===== src/source/exec_pkg.sv =====
package exec_pkg;

	localparam int unsigned XLEN = 32;

	// Restoring divider, one quotient bit per step.
	localparam int unsigned DIV_STEPS = 32;
	localparam int unsigned DIV_CNT_W = 6;    // Holds 0 to DIV_STEPS.

	typedef enum logic [3:0] {
		OP_ADD  = 4'd0,
		OP_SUB  = 4'd1,
		OP_SLT  = 4'd2,
		OP_SLTU = 4'd3,
		OP_XOR  = 4'd4,
		OP_OR   = 4'd5,
		OP_AND  = 4'd6,
		OP_DIV  = 4'd7,
		OP_DIVU = 4'd8,
		OP_REM  = 4'd9,
		OP_REMU = 4'd10
	} exec_op_e;

	// Command carried on the req/ack interface.
	typedef struct packed {
		exec_op_e          op;
		logic [XLEN-1:0]   operand_a;
		logic [XLEN-1:0]   operand_b;
	} exec_cmd_t;

	// Request from the controller to the divider.
	typedef struct packed {
		logic              is_signed;
		logic              want_rem;    // Return remainder instead of quotient.
		logic [XLEN-1:0]   dividend;
		logic [XLEN-1:0]   divisor;
	} div_cmd_t;

endpackage


===== src/source/alu_unit.sv =====
`timescale 1ns/1ps

module alu_unit (
	input  exec_pkg::exec_op_e           i_op,
	input  logic [exec_pkg::XLEN-1:0]    i_a,
	input  logic [exec_pkg::XLEN-1:0]    i_b,
	output logic [exec_pkg::XLEN-1:0]    o_result
);
	import exec_pkg::*;

	// Group generate of a 4-bit slice.
	function automatic logic group_gen(input logic [3:0] g, input logic [3:0] p);
		group_gen = g[3] | (p[3] & g[2]) | (p[3] & p[2] & g[1])
			| (p[3] & p[2] & p[1] & g[0]);
	endfunction

	// Carry into each bit of a 4-bit slice, bit 0 gets the slice carry-in.
	function automatic logic [3:0] nibble_carry(
		input logic [3:0] g,
		input logic [3:0] p,
		input logic       cin
	);
		logic [3:0] c;
		c[0] = cin;
		c[1] = g[0] | (p[0] & cin);
		c[2] = g[1] | (p[1] & g[0]) | (p[1] & p[0] & cin);
		c[3] = g[2] | (p[2] & g[1]) | (p[2] & p[1] & g[0])
			| (p[2] & p[1] & p[0] & cin);
		nibble_carry = c;
	endfunction

	logic              sub;
	logic [XLEN-1:0]   b_eff;
	logic [XLEN-1:0]   gen;
	logic [XLEN-1:0]   prop;
	logic [XLEN-1:0]   carry;    // Carry into each bit.
	logic [XLEN-1:0]   sum;
	logic [XLEN/8:0]   blk_c;    // Ripple between 8-bit blocks.
	logic              overflow;
	logic              lt_signed;
	logic              lt_unsigned;

	// Compares are a subtract with the sum thrown away.
	assign sub = (i_op == OP_SUB) || (i_op == OP_SLT) || (i_op == OP_SLTU);
	assign b_eff = sub ? ~i_b : i_b;

	assign gen = i_a & b_eff;
	assign prop = i_a | b_eff;
	assign blk_c[0] = sub;

	genvar blk;
	generate
		for (blk = 0; blk < XLEN / 8; blk++) begin : g_blk
			logic g_lo;
			logic p_lo;
			logic g_hi;
			logic p_hi;
			logic c_mid;

			assign g_lo = group_gen(gen[blk*8 +: 4], prop[blk*8 +: 4]);
			assign p_lo = &prop[blk*8 +: 4];
			assign g_hi = group_gen(gen[blk*8+4 +: 4], prop[blk*8+4 +: 4]);
			assign p_hi = &prop[blk*8+4 +: 4];

			assign c_mid = g_lo | (p_lo & blk_c[blk]);    // Into the upper nibble.

			assign carry[blk*8 +: 4] = nibble_carry(gen[blk*8 +: 4], prop[blk*8 +: 4],
				blk_c[blk]);
			assign carry[blk*8+4 +: 4] = nibble_carry(gen[blk*8+4 +: 4],
				prop[blk*8+4 +: 4], c_mid);

			// 8-bit lookahead, then ripple to the next block.
			assign blk_c[blk+1] = g_hi | (p_hi & g_lo) | (p_hi & p_lo & blk_c[blk]);
		end
	endgenerate

	assign sum = i_a ^ b_eff ^ carry;

	assign overflow = (i_a[XLEN-1] == b_eff[XLEN-1]) && (sum[XLEN-1] != i_a[XLEN-1]);
	assign lt_signed = sum[XLEN-1] ^ overflow;
	assign lt_unsigned = ~blk_c[XLEN/8];    // No carry out means a borrow.

	always_comb begin
		case (i_op)
			OP_ADD,
			OP_SUB:  o_result = sum;
			OP_SLT:  o_result = XLEN'(lt_signed);
			OP_SLTU: o_result = XLEN'(lt_unsigned);
			OP_XOR:  o_result = i_a ^ i_b;
			OP_OR:   o_result = i_a | i_b;
			OP_AND:  o_result = i_a & i_b;
			default: o_result = '0;    // Divides go to the divider.
		endcase
	end

endmodule


===== src/source/exec_control.sv =====
`timescale 1ns/1ps

module exec_control (
	input  logic                         clk,
	input  logic                         rst,
	input  logic                         i_req,
	input  exec_pkg::exec_cmd_t          i_cmd,
	output logic                         o_ack,
	output logic [exec_pkg::XLEN-1:0]    o_result,
	output exec_pkg::exec_op_e           o_alu_op,
	output logic [exec_pkg::XLEN-1:0]    o_alu_a,
	output logic [exec_pkg::XLEN-1:0]    o_alu_b,
	input  logic [exec_pkg::XLEN-1:0]    i_alu_result,
	output logic                         o_div_start,
	output exec_pkg::div_cmd_t           o_div_cmd,
	input  logic                         i_div_done,
	input  logic [exec_pkg::XLEN-1:0]    i_div_result
);
	import exec_pkg::*;

	typedef enum logic [1:0] {
		ST_IDLE,
		ST_ALU,
		ST_DIV,
		ST_ACK
	} state_e;

	state_e     state_q;
	exec_cmd_t  cmd_q;
	logic       is_div;

	assign is_div = i_cmd.op inside {OP_DIV, OP_DIVU, OP_REM, OP_REMU};

	// Latched operands feed both units.
	assign o_alu_op = cmd_q.op;
	assign o_alu_a = cmd_q.operand_a;
	assign o_alu_b = cmd_q.operand_b;

	assign o_div_cmd.is_signed = (cmd_q.op == OP_DIV) || (cmd_q.op == OP_REM);
	assign o_div_cmd.want_rem = (cmd_q.op == OP_REM) || (cmd_q.op == OP_REMU);
	assign o_div_cmd.dividend = cmd_q.operand_a;
	assign o_div_cmd.divisor = cmd_q.operand_b;

	always_ff @(posedge clk) begin
		if (rst) begin
			state_q <= ST_IDLE;
			o_ack <= 1'b0;
			o_div_start <= 1'b0;
		end else begin
			o_div_start <= 1'b0;
			case (state_q)
				ST_IDLE: begin
					if (i_req) begin
						state_q <= is_div ? ST_DIV : ST_ALU;
						o_div_start <= is_div;    // Divider loads on the next edge.
					end
				end
				ST_ALU: state_q <= ST_ACK;
				ST_DIV: begin
					if (i_div_done) begin
						o_ack <= 1'b1;
						state_q <= ST_ACK;
					end
				end
				ST_ACK: begin
					// ALU results arrive here with ack still low.
					if (!o_ack) begin
						o_ack <= 1'b1;
					end else if (!i_req) begin
						o_ack <= 1'b0;
						state_q <= ST_IDLE;
					end
				end
				default: state_q <= ST_IDLE;
			endcase
		end
	end

	always_ff @(posedge clk) begin
		if (state_q == ST_IDLE && i_req)
			cmd_q <= i_cmd;
		if (state_q == ST_ALU)
			o_result <= i_alu_result;
		else if (state_q == ST_DIV && i_div_done)
			o_result <= i_div_result;
	end

	a_ack_after_req: assert property (@(posedge clk) disable iff (rst)
		$rose(o_ack) |-> i_req);

	a_result_held: assert property (@(posedge clk) disable iff (rst)
		$past(o_ack) && o_ack |-> $stable(o_result));

endmodule


===== src/source/exec_unit.sv =====
`timescale 1ns/1ps

module exec_unit (
	input  logic                         clk,
	input  logic                         rst,
	input  logic                         i_req,
	input  exec_pkg::exec_cmd_t          i_cmd,
	output logic                         o_ack,
	output logic [exec_pkg::XLEN-1:0]    o_result
);
	import exec_pkg::*;

	exec_op_e         alu_op;
	logic [XLEN-1:0]  alu_a;
	logic [XLEN-1:0]  alu_b;
	logic [XLEN-1:0]  alu_result;
	logic             div_start;
	div_cmd_t         div_cmd;
	logic             div_done;
	logic [XLEN-1:0]  div_result;

	exec_control u_control (
		.clk          (clk),
		.rst          (rst),
		.i_req        (i_req),
		.i_cmd        (i_cmd),
		.o_ack        (o_ack),
		.o_result     (o_result),
		.o_alu_op     (alu_op),
		.o_alu_a      (alu_a),
		.o_alu_b      (alu_b),
		.i_alu_result (alu_result),
		.o_div_start  (div_start),
		.o_div_cmd    (div_cmd),
		.i_div_done   (div_done),
		.i_div_result (div_result)
	);

	alu_unit u_alu (
		.i_op     (alu_op),
		.i_a      (alu_a),
		.i_b      (alu_b),
		.o_result (alu_result)
	);

	iter_divider u_divider (
		.clk      (clk),
		.rst      (rst),
		.i_start  (div_start),
		.i_cmd    (div_cmd),
		.o_done   (div_done),
		.o_result (div_result)
	);

endmodule


===== src/source/iter_divider.sv =====
`timescale 1ns/1ps

module iter_divider (
	input  logic                         clk,
	input  logic                         rst,
	input  logic                         i_start,
	input  exec_pkg::div_cmd_t           i_cmd,
	output logic                         o_done,
	output logic [exec_pkg::XLEN-1:0]    o_result
);
	import exec_pkg::*;

	logic                  busy_q;
	logic [DIV_CNT_W-1:0]  cnt_q;
	logic [XLEN-1:0]       dvd_q;    // Dividend magnitude, consumed MSB first.
	logic [XLEN-1:0]       dvs_q;
	logic [XLEN-1:0]       rem_q;
	logic [XLEN-1:0]       quo_q;
	logic                  neg_quo_q;
	logic                  neg_rem_q;
	logic                  zero_q;
	logic                  want_rem_q;

	logic                  last_step;
	logic [XLEN-1:0]       abs_a;
	logic [XLEN-1:0]       abs_b;
	logic [XLEN:0]         rem_shift;
	logic [XLEN:0]         rem_diff;
	logic                  fits;
	logic [XLEN-1:0]       rem_next;
	logic [XLEN-1:0]       quo_next;
	logic [XLEN-1:0]       quo_fix;
	logic [XLEN-1:0]       rem_fix;

	assign abs_a = (i_cmd.is_signed && i_cmd.dividend[XLEN-1]) ? -i_cmd.dividend
		: i_cmd.dividend;
	assign abs_b = (i_cmd.is_signed && i_cmd.divisor[XLEN-1]) ? -i_cmd.divisor
		: i_cmd.divisor;

	// One restoring step. The extra bit keeps large unsigned divisors exact.
	assign rem_shift = {rem_q, dvd_q[XLEN-1]};
	assign rem_diff = rem_shift - {1'b0, dvs_q};
	assign fits = !rem_diff[XLEN];
	assign rem_next = fits ? rem_diff[XLEN-1:0] : rem_shift[XLEN-1:0];
	assign quo_next = {quo_q[XLEN-2:0], fits};

	assign last_step = (cnt_q == DIV_CNT_W'(DIV_STEPS));

	// With a zero divisor the steps leave |a| as remainder, and the sign fix
	// turns that back into the dividend.
	assign quo_fix = zero_q ? '1 : (neg_quo_q ? -quo_q : quo_q);
	assign rem_fix = neg_rem_q ? -rem_q : rem_q;

	always_ff @(posedge clk) begin
		if (rst) begin
			busy_q <= 1'b0;
			cnt_q <= '0;
			o_done <= 1'b0;
		end else begin
			o_done <= 1'b0;
			if (i_start) begin
				busy_q <= 1'b1;
				cnt_q <= '0;
			end else if (busy_q) begin
				if (last_step) begin
					busy_q <= 1'b0;
					o_done <= 1'b1;    // Sign fixup cycle.
				end else begin
					cnt_q <= cnt_q + 1'b1;
				end
			end
		end
	end

	always_ff @(posedge clk) begin
		if (i_start) begin
			dvd_q <= abs_a;
			dvs_q <= abs_b;
			rem_q <= '0;
			quo_q <= '0;
			neg_quo_q <= i_cmd.is_signed
				&& (i_cmd.dividend[XLEN-1] ^ i_cmd.divisor[XLEN-1]);
			neg_rem_q <= i_cmd.is_signed && i_cmd.dividend[XLEN-1];
			zero_q <= (i_cmd.divisor == '0);
			want_rem_q <= i_cmd.want_rem;
		end else if (busy_q) begin
			if (last_step) begin
				o_result <= want_rem_q ? rem_fix : quo_fix;
			end else begin
				dvd_q <= {dvd_q[XLEN-2:0], 1'b0};
				rem_q <= rem_next;
				quo_q <= quo_next;
			end
		end
	end

	a_no_start_busy: assert property (@(posedge clk) disable iff (rst)
		i_start |-> !busy_q);

	// Done is sampled one edge after the load, all steps and the fixup.
	a_done_latency: assert property (@(posedge clk) disable iff (rst)
		i_start |-> ##(DIV_STEPS + 2) o_done);

endmodule


===== config.mk =====
export PLATFORM = sky130hd
export DESIGN_NAME = exec_unit
export DESIGN_NICKNAME = d
export VERILOG_FILES = /design/src/source/exec_pkg.sv /design/src/source/alu_unit.sv /design/src/source/exec_control.sv /design/src/source/exec_unit.sv /design/src/source/iter_divider.sv
export SDC_FILE = /design/constraint.sdc
export NUM_CORES = 1
export LEC_CHECK = 0
export BUFFER_PORTS_ARGS = -buffer_cell sky130_fd_sc_hd__buf_2
export CAP_MARGIN = 20
export CORE_UTILIZATION = 60
export CTS_BUF_LIST = sky130_fd_sc_hd__clkbuf_4 sky130_fd_sc_hd__clkbuf_8 sky130_fd_sc_hd__clkbuf_16
export CTS_CLUSTER_DIAMETER = 30
export DETAILED_ROUTE_END_ITERATION = 10
export PLACE_DENSITY = 0.79
export SETUP_SLACK_MARGIN = 0.15
export SLEW_MARGIN = 20
export SYNTH_ARGS = -nofsm -noshare
export SYNTH_HDL_FRONTEND = slang
export SYNTH_SLANG_ARGS = --single-unit
export TNS_END_PERCENT = 30

===== constraint.sdc =====
create_clock -name clk -period 6.2 [get_ports clk]
set_clock_uncertainty 0.15 [all_clocks]
set_input_delay 0.93 -clock clk [delete_from_list [all_inputs] [get_ports clk]]
set_output_delay 0.93 -clock clk [all_outputs]
set_load 0.03 [all_outputs]

Yosys cells after proc, flatten, opt, wreduce, memory -nomap -nowiden
Index checks and enable logic that the tools add are counted.
- word-level logic and storage cells: 340
- output and inout port bits: 33
- flip-flop bits (word level): 276
- equality and inequality tests: 24
- reductions and logical operators: 35
- add/sub/neg operators: 6
- multiplexer cells: 28
- bitwise logic cells: 228
- operator list (cell ; number):
    $mux 32 ; 13
    $pmux 32 s6 ; 1
    $and 1x1->1 ; 128
    $neg 32->32 ; 4
    $xor 32x32->32 ; 3
    $or 1x1->1 ; 84
    $and 32x32->32 ; 2
    $or 32x32->32 ; 2
    $reduce_and 4->1 ; 9
    $sub 33x32->33 ; 1
    $logic_not 32->1 ; 1
    $not 32->32 ; 1
    $eq 4x3->1 const B ; 5
    $eq 4x4->1 const B ; 5
    $mux 2 ; 5
    $eq 4x2->1 const B ; 2
    $pmux 2 s4 ; 1
    $mux 1 ; 7
    $add 6x1->6 const B ; 1
    $eq 6x6->1 const B ; 1
    $logic_and 1x1->1 ; 6
    $ne 2x2->1 const B ; 3
    $not 1->1 ; 6
    $reduce_and 2->1 ; 3
    other kinds (17) ; 27

Longest topological paths before layout
- word-level depth: 26
- gate-level depth with buffers: 21

Cells and area by module
From an unflattened synthesis, not the netlist that was laid out.
- cells, all modules: 1860
- area total of the unflattened synthesis: 18680.4 um^2
- modules (own cells, without submodules) (module ; area an instance (um^2) ; instances ; sequential area each (um^2) ; cells an instance):
    iter_divider ; 10537.6 ; 1 ; 4444.3 ; 1112
    exec_control ; 4227.8 ; 1 ; 3083.0 ; 240
    alu_unit ; 3915.0 ; 1 ; 0.0 ; 508

Worst setup path after synthesis
No wires, ideal clock.
- path type: register to register
- start: register u_control.cmd_q, in the netlist u_control.o_alu_op[0]
- end: register u_control.o_result[29] in the netlist's numbering (data pin)
- buffers on the path: 3
- cell stages (with the launch flop): 22
- data arrival time: 4.212 ns
- data required time: 5.784 ns
- path slack: 1.573 ns
- cell sequence: edfxtp_1 > clkbuf_1 > or2_2 > and2_1 > clkbuf_1 > buf_1 > xnor2_1 > inv_1 > ha_1 > or4_1 > inv_1 > nand2_1 > a311o_1 > a31oi_1 > a211o_1 > nor2_1 > fa_1 > xnor2_1 > a22oi_1 > o21ai_0 > a21oi_1 > o2bb2ai_1
- word-level cells in the longest chain between the ends: 23
- elaborated cells on any way between the ends: 99
- ends and longest elaborated chain (what ; RTL line ; text):
    start, declared ; exec_control.sv:29 ; exec_cmd_t cmd_q;
    start signal, assigned ; exec_control.sv:81 ; cmd_q <= i_cmd;
    $eq 4x1->1 / $eq 4x2->1 (equally long branches) ; alu_unit.sv:44, alu_unit.sv:84 ;
    $logic_or 1x1->1 (2 in series) ; alu_unit.sv:44 ; assign sub = (i_op == OP_SUB) || (i_op == OP_SLT) || (i_op == OP_SLTU);
    $mux 32 ; alu_unit.sv:45 ; assign b_eff = sub ? ~i_b : i_b;
    $or 32x32->32 / $and 32x32->32 (equally long branches) ; alu_unit.sv:48, alu_unit.sv:47 ;
    $and 1x1->1, on equally long branches ; alu_unit.sv:13, alu_unit.sv:14 ;
    $or 1x1->1 (tied with other cells) ; alu_unit.sv:13 ; group_gen = g[3] | (p[3] & g[2]) | (p[3] & p[2] & g[1])
    $or 1x1->1 / $and 1x1->1 (equally long branches) ; alu_unit.sv:13, alu_unit.sv:14 ;
    $or 1x1->1 ; alu_unit.sv:14 ; | (p[3] & p[2] & p[1] & g[0]);
    (+6 left out) ; - ;
    $or 1x1->1 ; alu_unit.sv:73 ; assign blk_c[blk+1] = g_hi | (p_hi & g_lo) | (p_hi & p_lo & blk_c[blk]);
    $and 1x1->1 ; alu_unit.sv:65 ; assign c_mid = g_lo | (p_lo & blk_c[blk]);
    $or 1x1->1 ; alu_unit.sv:65 ;
    $and 1x1->1 ; alu_unit.sv:25 ; c[1] = g[0] | (p[0] & cin);
    $or 1x1->1 ; alu_unit.sv:25 ;
    $xor 32x32->32 ; alu_unit.sv:77 ; assign sum = i_a ^ b_eff ^ carry;
    $pmux 32 s6 * ; alu_unit.sv:84 ; case (i_op)
    $mux 32 * ; exec_control.sv:82 ; if (state_q == ST_ALU)
    end signal, assigned ; exec_control.sv:83 ; o_result <= i_alu_result;
    end signal, assigned ; exec_control.sv:85 ; o_result <= i_div_result;
    end, declared ; exec_control.sv:9 ; output logic [exec_pkg::XLEN-1:0] o_result,
Every way passes the cells marked *; elsewhere a longest branch is shown, timed or not.
A chain may end at the register's enable or synchronous reset.

Worst setup path in the final report
- start: register u_control.cmd_q, in the netlist u_control.o_alu_op[3]
- end: register u_control.o_result[29] in the netlist's numbering (data pin)
The elaborated chain is that of the path after synthesis.

==> reports/qor.yml <==
clock_tree:
  clock_latency_ns: 0.60
  postCtsHoldBufs: 0
  clockBufferDepth: 3
  cts_resized: 0
  post_cts_buffers: 0
  numCtsBuffers: 59
  cts.sinks: 276
  ctsHtreeMaxLevel: 2
  path_clk_slew_ns: 0.06
  cts_tree: "done"
  cts-root-buf: "clkbuf_16"
cells_and_area:
  layout.nets: 2166
  drive_gt1_share_pct: 13.7
  fillers: 2085
  mostFrequentLayoutCells: "200 x edfxtp_1, 168 x ha_1, 163 x inv_1"
  areaGrowthSynthToFinish_pct: 16.5
  layout_commonest_cell: "edfxtp_1"
synthesis:
  ys_seq_elements: 276
  ys_types: 75
  synth_top_area_share_pct: 33.5
  async_flop_share_pct: 0
  synthesis.nets: 2059
  ys_warn_count: 0
  avgSynthCellArea_um2: 9.88
  ys_seq_area_share_pct: 42.0
  synth_top_flop_cell: "edfxtp_1"
  synth_area_um2: 17900
  synthCells: 1812
  synth_area_leaders: "edfxtp_1 34%, ha_1 12%, dfxtp_1 8.5%"
  synth_edf_count: 200
  synth_largest_area_cell: "edfxtp_1"
placement:
  dp_hpwl_um: 33700
  routabilityCongestion: 0.985
  io_buffer_count: 103
  place_ws_ns: 1.01
grt:
  grt_max_degree: 83
  grt_pass1_wl_um: 75600
  grt_pass1_vias: 14331
  antenna_found_initial: 1
  grt.overflow.total: 0
  grtUsageTotal_pct: 31.3
worst_setup_path:
  path_class: "flip-flop to flip-flop"
  crit_fanout: 32
  cp.arrival_ns: 5.51
  start_kind: "flip-flop"
  cp-end-kind: "flip-flop"
  worstPathRequired_ns: 6.37
die:
  core_area_um2: 29000
  io_pins: 104
  die_x_um: 175
  die_area_um2: 30500
  start_util_pct: 61.7
  dieHeight_um: 175
  rows: 62
routing:
  drtIter0Drc: 1491
  vias: 14738
  dr.pass1.iters: 8
  vias_per_cell: 6.26
  drc: 0
  routed_wl_um: 48000
  post_drt_wl_per_cell_um: 20.4
  drtAntennaViolNets: 0
sta:
  fmax_mhz: 187
  finalHoldViolCount: 0
  rsz0062_at_grt: "false"
  tightest_slew_ns: 1.06
  maxSlewHeadroom_pct: 29.2
  setup_violations: 0
  finalCritPeriodShare_pct: 86.1
  setup_ws_ns: 0.860
  post-route-min-period_ns: 5.34
  drv_slew: 0
  tns_ns: 0
pwr:
  power_density_nw_per_um2: 503
  p_leak_uw: 0.00878
  peakVddDrop_mv: 0.495
min_path:
  holdCritPathClass: "primary input to flip-flop"
flow_run:
  cap_violations: 0
outcome:
  outcome: "finished, final reports clean"
-- cell type report --
type | instances | area, um2 | share of cell area (%)
Multi-Input combinational cell | 1292 | 9520 | 45.6
Sequential cell | 276 | 7530 | 36.1
Clock buffer | 67 | 1570 | 7.51
Timing Repair Buffer | 124 | 673 | 3.23
Inverter | 166 | 623 | 2.99
Tap cell | 384 | 480 | 2.30
Clock inverter | 45 | 463 | 2.22
Antenna cell | 1 | 2.50 | 0.0120
-- worst paths after layout --
check	startpoint	endpoint	slack (ns)	cells after the start
max	u_control.o_alu_op[3]$_DFFE_PP_	u_control.o_result[29]$_DFFE_PP_	0.86	17
min	i_cmd[30]	u_control.o_alu_b[30]$_DFFE_PP_	0.36	1
max reg2reg	u_control.o_alu_op[3]$_DFFE_PP_	u_control.o_result[29]$_DFFE_PP_	0.86	17
min reg2reg	u_divider.quo_q[11]$_SDFFE_PP0P_	u_divider.quo_q[12]$_SDFFE_PP0P_	0.37	2
-- registers in the layout, indices dropped and copies added, names as in the netlist, 2 cells and up --
name                cells
u_divider.cnt_q         6
u_divider.rem_q        32
u_control.o_result     32
u_divider.quo_q        32
u_control.o_alu_b      32
u_control.state_q       2
u_divider.o_result     32
u_divider.dvs_q        32
u_control.o_alu_a      32
u_control.o_alu_op      4
u_divider.dvd_q        32
-- metrics by stage --
step / cell area [um2] / util, % / hold WS (ns) / power (uW) / cells
final: 20900 / 71.9 / 0.356 / 10500 / 2355
after global routing: 20900 / 71.9 / 0.345 / 11100 / 2354
after CTS: 20900 / 71.9 / 0.343 / 10400 / 2354
after detailed placement: 18800 / 64.9 / 0.360 / 7230 / 2242
after global placement: 18800 / 64.9 / 0.346 / 7110 / 2242
after floorplan: 17900 / - / 0.320 / 6110 / 1812
-- worst max-delay path, cell delays in order (launching register included) --
cell	delay, ns
edfxtp_1	0.50
nor2_1	0.27
and2_2	0.90
xnor2_1	0.29
inv_1	0.08
ha_1	0.22
or4_1	0.54
nor4_1	0.43
nand3_1	0.22
a31oi_1	0.24
a211o_1	0.17
nor2_1	0.07
fa_1	0.38
xnor2_1	0.13
a22oi_1	0.14
o21ai_0	0.10
a21oi_1	0.14
o2bb2ai_1	0.08
-- per-layer routing --
layer | track usage (%) | wire (um) | vias to the layer above
met5 | 0 | 0 | -
met4 | 14.3 | 2090 | 0
met3 | 5.55 | 3510 | 152
met2 | 52.1 | 23000 | 695
met1 | 39.7 | 19500 | 7089
li1 | - | - | 6802
-- synth_stat cells (26+ instances only) --
cell / number
edfxtp_1: 200
ha_1: 168
inv_1: 163
xnor2_1: 129
nand2_1: 125
nor2_1: 102
a21oi_1: 101
xor2_1: 77
dfxtp_1: 76
nand3_1: 72
clkbuf_1: 71
o21ai_0: 64
a22oi_1: 44
o31ai_1: 33
a22o_1: 27
nor3_1: 26
-- kinds of logic after synthesis --
| kind of cell | synth area share [%] |
|---|---|
| AOI/OAI and AO/OA | 17.1 |
| xor gates and xnor gates | 10.1 |
| adders and majority gates | 12.6 |
| buffers and inverters | 5.13 |
| DFF | 42.0 |
| muxes | 0.405 |
| and+or+nand+nor | 12.6 |
-- report_power, final --
part	leakage (uW)	switching [uW]	internal, uW
registers	0.00247	462	2470
logic	0.00531	2660	1740
clock network	0.00100	1100	2050
No activity file was read; power rests on OpenSTA's default activity.
